<file path="config.mk">
export PLATFORM = sky130hd
export DESIGN_NAME = spart_top
export DESIGN_NICKNAME = d
export VERILOG_FILES = /design/src/verilog/spart_pkg.sv /design/src/verilog/spart_ifs.sv /design/src/verilog/spart_apb_slave.sv /design/src/verilog/spart_word_engine.sv /design/src/verilog/spart_uart.sv /design/src/verilog/spart_top.sv
export SDC_FILE = /design/constraint.sdc
export NUM_CORES = 1
export LEC_CHECK = 0
export BUFFER_PORTS_ARGS = -buffer_cell sky130_fd_sc_hd__buf_4
export CORE_UTILIZATION = 50
export DETAILED_ROUTE_END_ITERATION = 16
export PLACE_DENSITY = 0.72
export SETUP_SLACK_MARGIN = 0.15
export SLEW_MARGIN = 15
export SYNTH_ARGS = -nofsm -noshare
export SYNTH_HDL_FRONTEND = slang
export SYNTH_SLANG_ARGS = --single-unit
</file>
<file path="constraint.sdc">
create_clock -name clk -period 3.2 [get_ports clk]
set_input_delay 0.64 -clock clk [delete_from_list [all_inputs] [get_ports clk]]
set_output_delay 0.64 -clock clk [all_outputs]
set_load 0.01 [all_outputs]
</file>
<file path="src/verilog/spart_pkg.sv">
`default_nettype none

package spart_pkg;

	////////////////////
	// Data widths
	////////////////////

	// One APB data word
	typedef logic [31:0] word_t;
	// One serial character
	typedef logic [7:0] byte_t;
	// Clock cycles per serial bit
	typedef logic [15:0] divisor_t;
	// APB byte address of a register
	typedef logic [3:0] reg_addr_t;

	localparam int BYTES_PER_WORD = 4;

	// Position of a byte inside a word
	typedef logic [$clog2(BYTES_PER_WORD)-1:0] byte_idx_t;

	////////////////////
	// Register map
	////////////////////

	localparam reg_addr_t ADDR_DATA    = 4'd0;
	localparam reg_addr_t ADDR_STATUS  = 4'd4;
	localparam reg_addr_t ADDR_DIVISOR = 4'd8;

	// 115200 baud at 100 MHz
	localparam divisor_t DIVISOR_RESET = 16'd868;

	// Bit positions in the STATUS read value
	localparam int STATUS_TX_BUSY  = 0;
	localparam int STATUS_RX_READY = 1;
	localparam int STATUS_OVERRUN  = 2;

	////////////////////
	// FSM states
	////////////////////

	typedef enum logic [1:0] {TX_IDLE, TX_START, TX_DATA, TX_STOP} tx_state_e;
	typedef enum logic [1:0] {RX_IDLE, RX_START, RX_DATA, RX_STOP} rx_state_e;

endpackage

`default_nettype wire

</file>
<file path="src/verilog/spart_ifs.sv">
`timescale 1ns/1ps
`default_nettype none

// Word level link between the APB slave and the word engine
interface spart_word_if import spart_pkg::*; ();
	// Transmit word handshake
	word_t    tx_word;
	logic     tx_valid;
	logic     tx_ready;
	// Receive word and its flags
	word_t    rx_word;
	logic     rx_ready;
	logic     overrun;
	// One cycle pulse, clears rx_ready and overrun
	logic     rx_take;
	// Bit period from the DIVISOR register
	divisor_t divisor;

	modport host (
		output tx_word, tx_valid, rx_take, divisor,
		input  tx_ready, rx_word, rx_ready, overrun
	);

	modport engine (
		input  tx_word, tx_valid, rx_take, divisor,
		output tx_ready, rx_word, rx_ready, overrun
	);
endinterface

// Byte level link between the word engine and the serial shifters
interface spart_byte_if import spart_pkg::*; ();
	byte_t    tx_byte;
	logic     tx_start;
	logic     tx_busy;
	byte_t    rx_byte;
	logic     rx_strobe;
	divisor_t divisor;

	modport engine (
		output tx_byte, tx_start, divisor,
		input  tx_busy, rx_byte, rx_strobe
	);

	modport uart (
		input  tx_byte, tx_start, divisor,
		output tx_busy, rx_byte, rx_strobe
	);
endinterface

`default_nettype wire

</file>
<file path="src/verilog/spart_apb_slave.sv">
`timescale 1ns/1ps
`default_nettype none

module spart_apb_slave
	import spart_pkg::*;
(
	input  logic       clk,
	input  logic       rst,
	input  logic       i_psel,
	input  logic       i_penable,
	input  logic       i_pwrite,
	input  reg_addr_t  i_paddr,
	input  word_t      i_pwdata,
	output word_t      o_prdata,
	output logic       o_pready,
	output logic       o_pslverr,
	spart_word_if.host word
);

	logic  access;
	logic  sel_data;
	logic  sel_status;
	logic  sel_divisor;
	logic  sel_none;
	logic  data_wr;
	logic  data_rd;
	word_t status_word;

	////////////////////
	// Address decode
	////////////////////

	// Access phase of an APB transfer
	assign access      = i_psel & i_penable;
	assign sel_data    = (i_paddr == ADDR_DATA);
	assign sel_status  = (i_paddr == ADDR_STATUS);
	assign sel_divisor = (i_paddr == ADDR_DIVISOR);
	assign sel_none    = ~(sel_data | sel_status | sel_divisor);

	assign data_wr = access & i_pwrite & sel_data;
	assign data_rd = access & ~i_pwrite & sel_data;

	// Word offered to the engine for the whole DATA write
	assign word.tx_word  = i_pwdata;
	assign word.tx_valid = data_wr;
	// Pop only when a word is actually there
	assign word.rx_take  = data_rd & word.rx_ready;

	////////////////////
	// Response
	////////////////////

	// DATA write stalls until the engine takes the word, all else is zero wait
	assign o_pready  = access & (~data_wr | word.tx_ready);
	// Unmapped address or a DATA read with nothing received
	assign o_pslverr = access & (sel_none | (data_rd & ~word.rx_ready));

	// Busy means a word still waits in the engine
	always_comb
	begin
		status_word = '0;
		status_word[STATUS_TX_BUSY]  = ~word.tx_ready;
		status_word[STATUS_RX_READY] = word.rx_ready;
		status_word[STATUS_OVERRUN]  = word.overrun;
	end

	// Read data mux, zero outside reads
	always_comb
	begin
		o_prdata = '0;
		if (access && !i_pwrite)
		begin
			if (sel_data && word.rx_ready)
				o_prdata = word.rx_word;
			else if (sel_status)
				o_prdata = status_word;
			else if (sel_divisor)
				o_prdata = word_t'(word.divisor);
		end
	end

	// DIVISOR register
	always_ff @(posedge clk)
	begin
		if (rst)
			word.divisor <= DIVISOR_RESET;
		else if (access && i_pwrite && sel_divisor)
			word.divisor <= i_pwdata[$bits(divisor_t)-1:0];
	end

endmodule

`default_nettype wire

</file>
<file path="src/verilog/spart_word_engine.sv">
`timescale 1ns/1ps
`default_nettype none

module spart_word_engine
	import spart_pkg::*;
(
	input  logic         clk,
	input  logic         rst,
	spart_word_if.engine word,
	spart_byte_if.engine bytes
);

	word_t     tx_shift;
	logic      tx_pending;
	logic      tx_accept;
	byte_idx_t tx_idx;
	word_t     rx_asm;
	word_t     rx_next;
	byte_idx_t rx_idx;
	logic      rx_done;
	logic      rx_publish;

	// Bit period goes straight on to the shifters
	assign bytes.divisor = word.divisor;

	////////////////////
	// Transmit side
	////////////////////

	// Free again once the last byte of a word has started
	assign word.tx_ready = ~tx_pending;
	assign tx_accept     = word.tx_valid & ~tx_pending;

	// uart raises busy the cycle after, so this stays a single pulse
	assign bytes.tx_start = tx_pending & ~bytes.tx_busy;
	// LSB first, low byte always at the bottom
	assign bytes.tx_byte  = tx_shift[$bits(byte_t)-1:0];

	always_ff @(posedge clk)
	begin
		if (rst)
		begin
			tx_pending <= 1'b0;
			tx_idx     <= '0;
		end
		else if (tx_accept)
		begin
			tx_pending <= 1'b1;
			tx_idx     <= '0;
		end
		else if (bytes.tx_start)
		begin
			tx_idx <= tx_idx + 1'b1;
			// Last byte launched
			if (tx_idx == byte_idx_t'(BYTES_PER_WORD - 1))
				tx_pending <= 1'b0;
		end
	end

	// Word buffer, shifts down one byte per start
	always_ff @(posedge clk)
	begin
		if (tx_accept)
			tx_shift <= word.tx_word;
		else if (bytes.tx_start)
			tx_shift <= tx_shift >> $bits(byte_t);
	end

	////////////////////
	// Receive side
	////////////////////

	// New byte enters at the top, first byte ends up lowest
	assign rx_next    = {bytes.rx_byte, rx_asm[$bits(word_t)-1:$bits(byte_t)]};
	assign rx_done    = bytes.rx_strobe & (rx_idx == byte_idx_t'(BYTES_PER_WORD - 1));
	// A take in the same cycle frees the slot
	assign rx_publish = rx_done & (~word.rx_ready | word.rx_take);

	always_ff @(posedge clk)
	begin
		if (bytes.rx_strobe)
			rx_asm <= rx_next;
		if (rx_publish)
			word.rx_word <= rx_next;
	end

	always_ff @(posedge clk)
	begin
		if (rst)
		begin
			rx_idx        <= '0;
			word.rx_ready <= 1'b0;
			word.overrun  <= 1'b0;
		end
		else
		begin
			if (bytes.rx_strobe)
				rx_idx <= rx_idx + 1'b1;
			if (word.rx_take)
			begin
				word.rx_ready <= 1'b0;
				word.overrun  <= 1'b0;
			end
			// Completion wins over a same cycle take
			if (rx_publish)
				word.rx_ready <= 1'b1;
			else if (rx_done)
				word.overrun <= 1'b1;
		end
	end

endmodule

`default_nettype wire

</file>
<file path="src/verilog/spart_uart.sv">
`timescale 1ns/1ps
`default_nettype none

module spart_uart
	import spart_pkg::*;
(
	input  logic       clk,
	input  logic       rst,
	spart_byte_if.uart bytes,
	input  logic       i_rxd,
	output logic       o_txd
);

	tx_state_e tx_state;
	divisor_t  tx_cnt;
	logic [2:0] tx_bit;
	byte_t     tx_shift;
	logic      tx_tick;

	rx_state_e rx_state;
	divisor_t  rx_cnt;
	logic [2:0] rx_bit;
	byte_t     rx_shift;
	logic      rx_tick;
	logic      rxd_meta;
	logic      rxd_sync;
	logic      rxd_last;
	divisor_t  bit_reload;

	// Counters run from divisor-1 down to zero, one bit time
	assign bit_reload = bytes.divisor - 1'b1;
	assign tx_tick    = (tx_cnt == '0);
	assign rx_tick    = (rx_cnt == '0);

	////////////////////
	// 8N1 transmitter
	////////////////////

	assign bytes.tx_busy = (tx_state != TX_IDLE);

	always_ff @(posedge clk)
	begin
		if (rst)
		begin
			tx_state <= TX_IDLE;
			tx_cnt   <= '0;
			tx_bit   <= '0;
			o_txd    <= 1'b1;
		end
		else
		begin
			if (!tx_tick)
				tx_cnt <= tx_cnt - 1'b1;
			case (tx_state)
				TX_IDLE:
				begin
					if (bytes.tx_start)
					begin
						// Start bit
						tx_state <= TX_START;
						tx_cnt   <= bit_reload;
						o_txd    <= 1'b0;
					end
				end
				TX_START:
				begin
					if (tx_tick)
					begin
						tx_state <= TX_DATA;
						tx_cnt   <= bit_reload;
						tx_bit   <= '0;
						o_txd    <= tx_shift[0];
					end
				end
				TX_DATA:
				begin
					if (tx_tick)
					begin
						tx_cnt <= bit_reload;
						tx_bit <= tx_bit + 1'b1;
						if (tx_bit == 3'd7)
						begin
							// Stop bit
							tx_state <= TX_STOP;
							o_txd    <= 1'b1;
						end
						else
							o_txd <= tx_shift[tx_bit + 1'b1];
					end
				end
				default:
				begin
					if (tx_tick)
						tx_state <= TX_IDLE;
				end
			endcase
		end
	end

	// Byte held for the whole frame
	always_ff @(posedge clk)
	begin
		if (bytes.tx_start && !bytes.tx_busy)
			tx_shift <= bytes.tx_byte;
	end

	////////////////////
	// 8N1 receiver
	////////////////////

	// Two flop synchronizer plus one for edge detect, line idles high
	always_ff @(posedge clk)
	begin
		if (rst)
		begin
			rxd_meta <= 1'b1;
			rxd_sync <= 1'b1;
			rxd_last <= 1'b1;
		end
		else
		begin
			rxd_meta <= i_rxd;
			rxd_sync <= rxd_meta;
			rxd_last <= rxd_sync;
		end
	end

	// Shift register doubles as the byte output
	assign bytes.rx_byte = rx_shift;

	always_ff @(posedge clk)
	begin
		if (rst)
		begin
			rx_state        <= RX_IDLE;
			rx_cnt          <= '0;
			rx_bit          <= '0;
			bytes.rx_strobe <= 1'b0;
		end
		else
		begin
			bytes.rx_strobe <= 1'b0;
			if (!rx_tick)
				rx_cnt <= rx_cnt - 1'b1;
			case (rx_state)
				RX_IDLE:
				begin
					// Falling edge, wait half a bit to land mid start bit
					if (rxd_last && !rxd_sync)
					begin
						rx_state <= RX_START;
						rx_cnt   <= (bytes.divisor >> 1) - 1'b1;
					end
				end
				RX_START:
				begin
					if (rx_tick)
					begin
						// Glitch if the line is high again
						rx_state <= rxd_sync ? RX_IDLE : RX_DATA;
						rx_cnt   <= bit_reload;
						rx_bit   <= '0;
					end
				end
				RX_DATA:
				begin
					if (rx_tick)
					begin
						rx_cnt <= bit_reload;
						rx_bit <= rx_bit + 1'b1;
						if (rx_bit == 3'd7)
							rx_state <= RX_STOP;
					end
				end
				default:
				begin
					if (rx_tick)
					begin
						// Bad stop bit drops the frame
						rx_state        <= RX_IDLE;
						bytes.rx_strobe <= rxd_sync;
					end
				end
			endcase
		end
	end

	// LSB arrives first, enters at the top
	always_ff @(posedge clk)
	begin
		if (rx_state == RX_DATA && rx_tick)
			rx_shift <= {rxd_sync, rx_shift[7:1]};
	end

endmodule

`default_nettype wire

</file>
<file path="src/verilog/spart_top.sv">
`timescale 1ns/1ps
`default_nettype none

module spart_top
	import spart_pkg::*;
(
	input  logic      clk,
	input  logic      rst,
	// APB slave port
	input  logic      i_psel,
	input  logic      i_penable,
	input  logic      i_pwrite,
	input  reg_addr_t i_paddr,
	input  word_t     i_pwdata,
	output word_t     o_prdata,
	output logic      o_pready,
	output logic      o_pslverr,
	// Serial line
	input  logic      i_rxd,
	output logic      o_txd
);

	spart_word_if word_link ();
	spart_byte_if byte_link ();

	// Register side
	spart_apb_slave spart_apb_slave_inst (
		.clk       (clk),
		.rst       (rst),
		.i_psel    (i_psel),
		.i_penable (i_penable),
		.i_pwrite  (i_pwrite),
		.i_paddr   (i_paddr),
		.i_pwdata  (i_pwdata),
		.o_prdata  (o_prdata),
		.o_pready  (o_pready),
		.o_pslverr (o_pslverr),
		.word      (word_link.host)
	);

	// Word split and assembly
	spart_word_engine spart_word_engine_inst (
		.clk   (clk),
		.rst   (rst),
		.word  (word_link.engine),
		.bytes (byte_link.engine)
	);

	// Serial shifters
	spart_uart spart_uart_inst (
		.clk   (clk),
		.rst   (rst),
		.bytes (byte_link.uart),
		.i_rxd (i_rxd),
		.o_txd (o_txd)
	);

endmodule

`default_nettype wire

</file>
==> impl_results.md, run 1 <==
* Placed inst area at 8850 um2
* Worst Path Required at between 2000 and 3000 ps
* Final Hold Viols at 0
* Post-synth EDFFs at ~100
* Critical path arrival at ~2100 ps
* Post-synthesis sequential area ratio at 0.561
* Fill count at about 1300
* Hold Buf Count CTS at 0
* DRC violations left at 0
* Warnings from Yosys at 0
* Clock latency on the worst-skew pair at approximately 440 ps
* Post-synth ARST share at 0
* Syn-to-layout area delta at 17.2%
* Root Driver: clkbuf_16
* Io pins at 77
* Netlist cell types at 62
* Post-Synthesis Cells at around 780
* Critical path type: input pin to output port
* Fmax at approximately 360 MHz
* Clock skew at a little over 9 ps
* H-tree depth at 4
* Tot GR Track Use at 0.234
* RR Startpoint: spart_uart_inst.rx_cnt[0]$_SDFF_PP0_
* Slowest stage cell, crit path: or2_2
* Cell area after synthesis at a little over 8000 um2
* Pwr Density at 706 nW/um2
* Final ANT Viol Nets at 0
* Tcrit/Tclk final at 0.859
* Cell Chain, Critical Path: buf_4 > nand2_1 > or2_2 > nand2b_1 > nor3b_1 > buf_4 > a22o_1 > buf_4
* Unrepaired setup endpoints after global routing: false
* Clock sinks at roughly 170
* Worst path max stage delay at 350 ps
* Layout Nets at around 900
* Post-synthesis register bit count at roughly 170
* Primary FF master, synth: edfxtp_1
* Final Wtd Congestion at between 0.9 and 1
* Setup TNS at 0 ps
* Diodes inserted at 0
* Total die area at approximately 17000 um2
* P_leak at 3.58 nW
* TritonCTS clock tree: done
* Share of cells above drive strength 1 at 0.164
* FP Rows at 46
* DRT Pass-1 Iters at 5
* Port Buf Inserts at 76
* Resized Gates After CTS at 0
* Die H at 129 um
* Final core utilization at 0.597
* Worst Setup End Kind: output port
* Largest net degree at the start of global routing at 55
* Initial DRC count at ~490
* Total power draw at 6.67 mW
* Flop2flop setup slack at 460 ps
* Maximum capacitance violations at 0
* Final worst path period need at around 2700 ps
* GRT overflow at 0
* Worst-path clk slew at 70 ps
* Crit start category: input pin
* Critical Path Fanout Max at 13
* Crit-path most repeated cell: buf_4
* Routed len/inst at around 17 um
* Max Buffers Root-to-Sink at 2
* Worst Hold Class: input pin to flop
* Max Transition Viols Final at 0
* Core area at 15800 um2
* Post-CTS setup buffer count at 0
* Maximum vdd ir drop at roughly 0.0004 V
* Crit. Startpoint: i_psel
* Starting Density at 0.509
* Synth Net Count at approximately 840
* Initial antenna violation count at 0
* HP Start: i_rxd
* Hpwl dp at ~13000 um
* WL final at around 19000 um
* Vias in the first global route at 5799
* Average size of a mapped cell at ~10 um2
* Routed vias at approximately 6100
* Slew @ Worst Pin at between 600 and 700 ps
* Rel. slew slack at 0.586
* First-pass GRT wire length at a little under 30000 um
* Outcome: complete, no violations
* Vias per cell at between 5 and 6
* Design Area, Final at between 9000 and 10000 um2
* CTS buffer count at 17
* Die W at 129 um
* Final setup viols at 0
[state kept, by name (all words and copies together) (netlist names), 8 cells and up]
signal and cells:
spart_word_engine_inst.tx_shift 32, spart_apb_slave_inst.word.divisor 16, spart_uart_inst.tx_cnt 16, spart_uart_inst.bytes.rx_byte 8, spart_uart_inst.tx_shift 8, spart_word_engine_inst.word.rx_word 32, spart_word_engine_inst.rx_asm 24, spart_uart_inst.rx_cnt 16
[per-layer routing]
metal | track usage | vias up | share of wire
met2 | 0.391 | 230 | 0.48
li1 | - | 2911 | -
met1 | 0.298 | 2874 | 0.44
met3 | 0.0420 | 38 | 0.055
met5 | 0 | - | 0
met4 | 0.104 | 0 | 0.025
[where the power goes]
group,switching (mW),internal [mW],total [mW]
Combinational,1.05,0.801,1.85
Sequential,0.178,2.54,2.72
Clock,1.03,1.07,2.10
[critical path, delay by kind of cell]
family | cells | cell delay (ps)
AOI/OAI and AO/OA | 1 | 170
buffers and inverters | 3 | 430
and+or+nand+nor | 4 | 860
[through the flow]
| stage | cells | worst slack [ps] | hold WS (ps) |
|---|---|---|---|
| floorplan | 775 | 349 | 389 |
| global placement | 1037 | 532 | 398 |
| detailed placement | 1037 | 475 | 405 |
| CTS | 1069 | 452 | 395 |
| global route | 1069 | 325 | 404 |
| finish | 1069 | 451 | 406 |
[Yosys cell counts, types with 5 or more instances]
master | number | area share
a2bb2oi_1 | 6 | 0.0065
dfxtp_1 | 70 | 0.17
nand2_1 | 140 | 0.065
nand2b_1 | 11 | 0.0085
nand3_1 | 11 | 0.0068
xor2_1 | 26 | 0.028
xnor2_1 | 25 | 0.027
or4_1 | 10 | 0.0093
a21oi_1 | 35 | 0.022
nand4_1 | 5 | 0.0039
nor2b_1 | 6 | 0.0047
nor4_1 | 12 | 0.0093
a22o_1 | 15 | 0.016
or3_1 | 5 | 0.0039
nor2_1 | 46 | 0.021
edfxtp_1 | 104 | 0.39
ha_1 | 20 | 0.031
and2_1 | 26 | 0.020
o22ai_1 | 18 | 0.014
a31oi_1 | 6 | 0.0047
o21ai_0 | 14 | 0.0087
clkbuf_1 | 41 | 0.019
nor3_1 | 33 | 0.020
or2_2 | 8 | 0.0062
inv_1 | 18 | 0.0084
[final cells by class]
cell class	count	area, um2	share of cell area
clock inverter	15	179	0.0189
sequential	174	4520	0.479
timing repair buffer	88	661	0.0699
multi-input combinational	541	3320	0.352
tap	216	270	0.0286
clock buffer	17	425	0.0450
inverter	18	67.6	0.00715
[path summary, 6_finish.rpt]
path | endpoint | depth (start not counted)
worst max-delay path | o_prdata[10] | 8
worst min-delay path | spart_uart_inst.rxd_meta$_SDFF_PP1_ | 2
worst max register to register | spart_uart_inst.rx_state[1]$_SDFFE_PP0P_ | 8
worst min register to register | spart_uart_inst.rxd_sync$_SDFF_PP1_ | 1
[placed cells by master, fill, tap and decap left out, types with 4 or more instances in the layout]
master       n
a21oi_1     35
a22o_1      15
a2bb2oi_1    6
a31oi_1      6
and2_1      26
buf_4       88
clkbuf_16   17
dfxtp_1     70
edfxtp_1   104
ha_1        20
inv_1       18
inv_6        4
inv_8        7
mux2i_1      4
nand2_1    139
nand2b_1    11
nand3_1     11
nand3b_1     4
nand4_1      5
nor2_1      46
nor2b_1      5
nor3_1      32
nor3b_1      4
nor4_1      12
o21ai_0     14
o22ai_1     18
o31ai_1      4
or2_2        8
or3_1        5
or4_1       10
xnor2_1     25
xor2_1      26
[kinds of logic (layout without fill, tap and decap cells)]
logic type      after synthesis  count (layout)  share of synthesized area
compound gates              126             126                      0.105
xor+xnor                     51              51                     0.0554
fa+ha+maj                    20              20                     0.0310
buf+inv                      60             138                     0.0281
flops                       174             174                      0.561
mux                           6               6                     0.0106
simple gates                338             338                      0.209
(Power assumes the default switching activity.)
==> run 2: changes to the inputs <==
Settings changed: BUFFER_PORTS_ARGS -buffer_cell sky130_fd_sc_hd__buf_4 to -buffer_cell sky130_fd_sc_hd__buf_2.
==> run 2 against run 1 <==
  * Final area decreased by 1.8%
  * Clock-buffer cell count unchanged
  * Non-clock buffer count unchanged
==> impl_results.md, run 2 (synthesis results as in run 1) <==
* Maximum capacitance violations at 0
* Maximum vdd ir drop at a little under 0.0005 V
* WL final at roughly 17000 um
* Critical Path Fanout Max at 13
* Core area at about 16000 um2
* P_leak at ~3.6 nW
* Final ANT Viol Nets at 0
* Commonest non-fill, non-tap cells in the layout: nand2_1 (139), edfxtp_1 (104), buf_2 (76)
* Diodes inserted at 0
* Critical path arrival at 2050 ps
* CTS buffer count at 17
* Routed len/inst at around 16 um
* Tcrit/Tclk final at 0.841
* FP Rows at 46
* Vias in the first global route at 5606
* Largest net degree at the start of global routing at 35
* Largest registers: spart_word_engine_inst.tx_shift: 32 flops, spart_word_engine_inst.word.rx_word: 32 flops, spart_word_engine_inst.rx_asm: 24 flops
* Clock skew at roughly 9.8 ps
* Cell Chain, Critical Path: buf_2 > nand2_1 > or2_2 > nand2b_1 > nor3b_1 > buf_4 > a22o_1 > buf_2
* HP Start: i_rxd
* Initial DRC count at 417
* Fmax at about 370 MHz
* H-tree depth at 4
* Worst Setup End Kind: output port
* Worst-path clk slew at 70 ps
* Slew @ Worst Pin at 843 ps
* Worst Hold Class: input pin to flop
* Final Hold Viols at 0
* Cell Count Post-Placement at ~1000
* Die W at around 130 um
* Setup TNS at 0 ps
* Outcome: complete, no violations
* Max Transition Viols Final at 0
* Min Hold Slack at roughly 400 ps
* Final setup viols at 0
* Reg2reg path depth at 8
* Final core utilization at 0.586
* DRC violations left at 0
* Final Non-Filler Cells at roughly 1100
* Io pins at between 70 and 80
* Resized Gates After CTS at 0
* Rel. slew slack at 0.435
* Hpwl dp at ~12000 um
* Clock sinks at between 150 and 200
* Port Buf Inserts at 76
* Initial antenna violation count at 0
* Starting Density at 0.509
* Crit-path most repeated cell: buf_2
* Final worst path period need at 2690 ps
* Critical path type: input pin to output port
* Crit. Startpoint: i_psel
* Hold path depth at 2
* Layout Nets at around 900
* Die H at 129 um
* Slowest stage cell, crit path: or2_2
* Total power draw at 6.60 mW
* Crit start category: input pin
* RR Startpoint: spart_uart_inst.rx_cnt[0]$_SDFF_PP0_
* Max Buffers Root-to-Sink at 2
* Final Wtd Congestion at 0.844
* Worst path max stage delay at 350 ps
* DRT Pass-1 Iters at 4
* Worst Path Required at around 2600 ps
* First-pass GRT wire length at ~29000 um
* Routed vias at about 6000
* Tot GR Track Use at 0.226
* TritonCTS clock tree: done
* GRT overflow at 0
* Commonest non-fill, non-tap cell in the layout: nand2_1
* Vias per cell at around 5.6
* Hold Buf Count CTS at 0
* Clock latency on the worst-skew pair at between 400 and 500 ps
* Unrepaired setup endpoints after global routing: false
* Share of cells above drive strength 1 at 0.165
* Total die area at between 15000 and 20000 um2
* Pwr Density at roughly 700 nW/um2
* Root Driver: clkbuf_16
* Syn-to-layout area delta at 15.1%
* Post-CTS setup buffer count at 0
-- run 2: changes by cell type in the layout (fill, tap and decap cells not counted), moves of 3 or more --
cell and change:
buf_2 +76, buf_4 -76, clkinv_8 +3, inv_8 -4
-- run 2: final timing paths --
| check | endpoint | slack (ps) |
|---|---|---|
| min | spart_uart_inst.rxd_meta$_SDFF_PP1_ | 410 |
| max | o_prdata[6] | 510 |
| max reg2reg | spart_uart_inst.rx_cnt[15]$_SDFF_PP0_ | 570 |
| min reg2reg | spart_uart_inst.tx_shift[3]$_DFFE_PP_ | 420 |
-- run 2: cell type report --
type                       instances  area, um2
timing repair buffer              88        470
tap                              216        270
fill                            1306       6550
sequential                       174       4520
clock buffer                      17        425
clock inverter                    15        199
inverter                          18       67.6
multi-input combinational        541       3330
-- run 2: through the flow --
stage / area [um2] / worst slack [ps]
CTS: 9280 / 499
finish: 9280 / 509
detailed placement: 8660 / 498
floorplan: 8070 / 349
global route: 9280 / 375
global placement: 8660 / 527
-- run 2: where the power goes --
part	total (mW)	switching, mW	internal [mW]
clock network	2.10	1.02	1.08
registers	2.72	0.175	2.54
logic	1.78	1.00	0.782
-- run 2: per-layer routing --
| layer | track usage | wire, um |
|---|---|---|
| met2 | 0.350 | 8120 |
| met4 | 0.0900 | 421 |
| met1 | 0.309 | 8030 |
| met3 | 0.0499 | 913 |
| met5 | 0 | 0 |
-- run 2: critical path: cells and delay by family --
kind	cells	cell delay [ps]
AOI/OAI and AO/OA	1	150
buffers and inverters	3	430
and+or+nand+nor	4	820
==> run 3: changes to the inputs <==
Settings changed: PLACE_DENSITY 0.72 to 0.69.
Clock period 3.2 ns to 2.8 ns, I/O delays scaled along.
==> run 3 against run 2 <==
  * Setup slack lost 270 ps
  * Cell count increased by 0.56%
  * Clock skew is 2.9 ps lower
  * Global-route usage is 0.82 points higher
  * Hold slack worse by 65 ps
  * Final area rose by 1.1%
  * Sequential power grew 15%
  * Flip-flop and latch count stayed put
  * First-iteration DRC count is 9.4% lower
  * Clock power increased by 12%
==> impl_results.md, run 3 (synthesis results as in run 1) <==
* Routed vias at 6038
* Worst Setup End Kind: output port
* Clock latency on the worst-skew pair at 430 ps
* Worst Path Required at 2240 ps
* Max Buffers Root-to-Sink at 2
* Hold Buf Count CTS at 0
* Fill count at 1311
* Post-route setup slack at about 240 ps
* First-pass GRT wire length at about 30000 um
* Commonest non-fill, non-tap cell in the layout: nand2_1
* Final Non-Filler Cells at approximately 1100
* Final worst path period need at roughly 2600 ps
* Final Wtd Congestion at approximately 0.92
* Hpwl dp at approximately 13000 um
* Reg area at 4520 um2
* Clock skew at between 6 and 7 ps
* Io pins at 77
* Vias in the first global route at slightly below 6000
* Tot GR Track Use at 0.234
* Multi-input gate area at between 3000 and 4000 um2
* Slowest stage cell, crit path: or2_2
* Die W at about 130 um
* Vias per cell at between 5 and 6
* Routed len/inst at 17.5 um
* GRT overflow at 0
* Cell Chain, Critical Path: buf_2 > nand2_2 > or2_2 > nand2b_4 > nor3b_4 > buf_6 > a22o_1 > buf_2
* Largest registers: spart_word_engine_inst.tx_shift: 32 flops, spart_word_engine_inst.word.rx_word: 32 flops, spart_word_engine_inst.rx_asm: 24 flops
* Setup TNS at 0 ps
* Layout Nets at 908
* Commonest non-fill, non-tap cells in the layout: nand2_1 (138), edfxtp_1 (104), buf_2 (76)
* Max Transition Viols Final at 0
* Worst Hold Class: input pin to flop
* Crit start category: input pin
* Final ANT Viol Nets at 0
* Resized Gates After CTS at 0
* Maximum capacitance violations at 0
* Unrepaired setup endpoints after global routing: false
* Hold path depth at 2
* TritonCTS clock tree: done
* Core area at around 16000 um2
* Die H at 129 um
* DRT Pass-1 Iters at 5
* P_leak at between 3 and 4 nW
* Critical path type: input pin to output port
* Tcrit/Tclk final at 0.915
* Reg2reg path depth at 8
* Total die area at 16600 um2
* Largest net degree at the start of global routing at 35
* Min Hold Slack at 340 ps
* Cell Count Post-Placement at ~1000
* Share of cells above drive strength 1 at 0.178
* Diodes inserted at 0
* Slew @ Worst Pin at 762 ps
* Starting Density at 0.509
* Final setup viols at 0
* Post-CTS setup buffer count at 0
* Final Hold Viols at 0
* Initial antenna violation count at 0
* Design Area, Final at about 9400 um2
* Total power draw at about 7.6 mW
* Worst-path clk slew at roughly 70 ps
* Port Buf Inserts at 76
* Worst path max stage delay at roughly 330 ps
* Maximum vdd ir drop at 0.000463 V
* Placed inst area at a little under 9000 um2
* WL final at roughly 19000 um
* Rel. slew slack at 0.489
* Final core utilization at 0.593
* Outcome: complete, no violations
* Crit-path most repeated cell: buf_2
* H-tree depth at 4
* Root Driver: clkbuf_16
* Critical path arrival at 2000 ps
* Fmax at just under 400 MHz
* Critical Path Fanout Max at 7
* Pre-CTS setup slack at 227 ps
* Clock sinks at between 150 and 200
* FP Rows at 46
* Initial DRC count at around 380
* Pwr Density at approximately 800 nW/um2
* Syn-to-layout area delta at 16.4%
* DRC violations left at 0
* CTS buffer count at 17
* Flop2flop setup slack at just under 300 ps
-- run 3: critical path: cells and delay by family --
| family | cells | cell delay (ps) |
|---|---|---|
| simple gates | 4 | 900 |
| buf+inv | 3 | 410 |
| compound gates | 1 | 140 |
-- run 3: final timing paths --
| path | from | endpoint |
|---|---|---|
| min reg2reg | spart_word_engine_inst.rx_asm[14]$_DFFE_PP_ | spart_word_engine_inst.word.rx_word[6]$_DFFE_PP_ |
| min | i_rxd | spart_uart_inst.rxd_meta$_SDFF_PP1_ |
| max | i_psel | o_prdata[11] |
| max reg2reg | spart_uart_inst.rx_cnt[0]$_SDFF_PP0_ | spart_uart_inst.rx_state[1]$_SDFFE_PP0P_ |
-- run 3: layer usage --
metal | vias up | global-route usage | wire (um)
li1 | 2922 | - | -
met1 | 2893 | 0.297 | 8310
met2 | 187 | 0.388 | 9190
met3 | 36 | 0.0541 | 895
met4 | 0 | 0.0941 | 374
met5 | - | 0 | 0
-- run 3: layout make-up --
cell class | count | area share
Clock buffer | 17 | 0.0453
Clock inverter | 15 | 0.0196
Inverter | 18 | 0.00720
Multi-Input combinational cell | 541 | 0.360
Sequential cell | 174 | 0.482
Tap cell | 216 | 0.0288
Timing Repair Buffer | 94 | 0.0575
-- run 3: report_power, final --
part | internal [mW] | leakage, nW | total (mW) | switching [mW]
Sequential | 2.91 | 1.52 | 3.12 | 0.211
Combinational | 0.935 | 1.80 | 2.16 | 1.23
Clock | 1.22 | 0.298 | 2.36 | 1.15
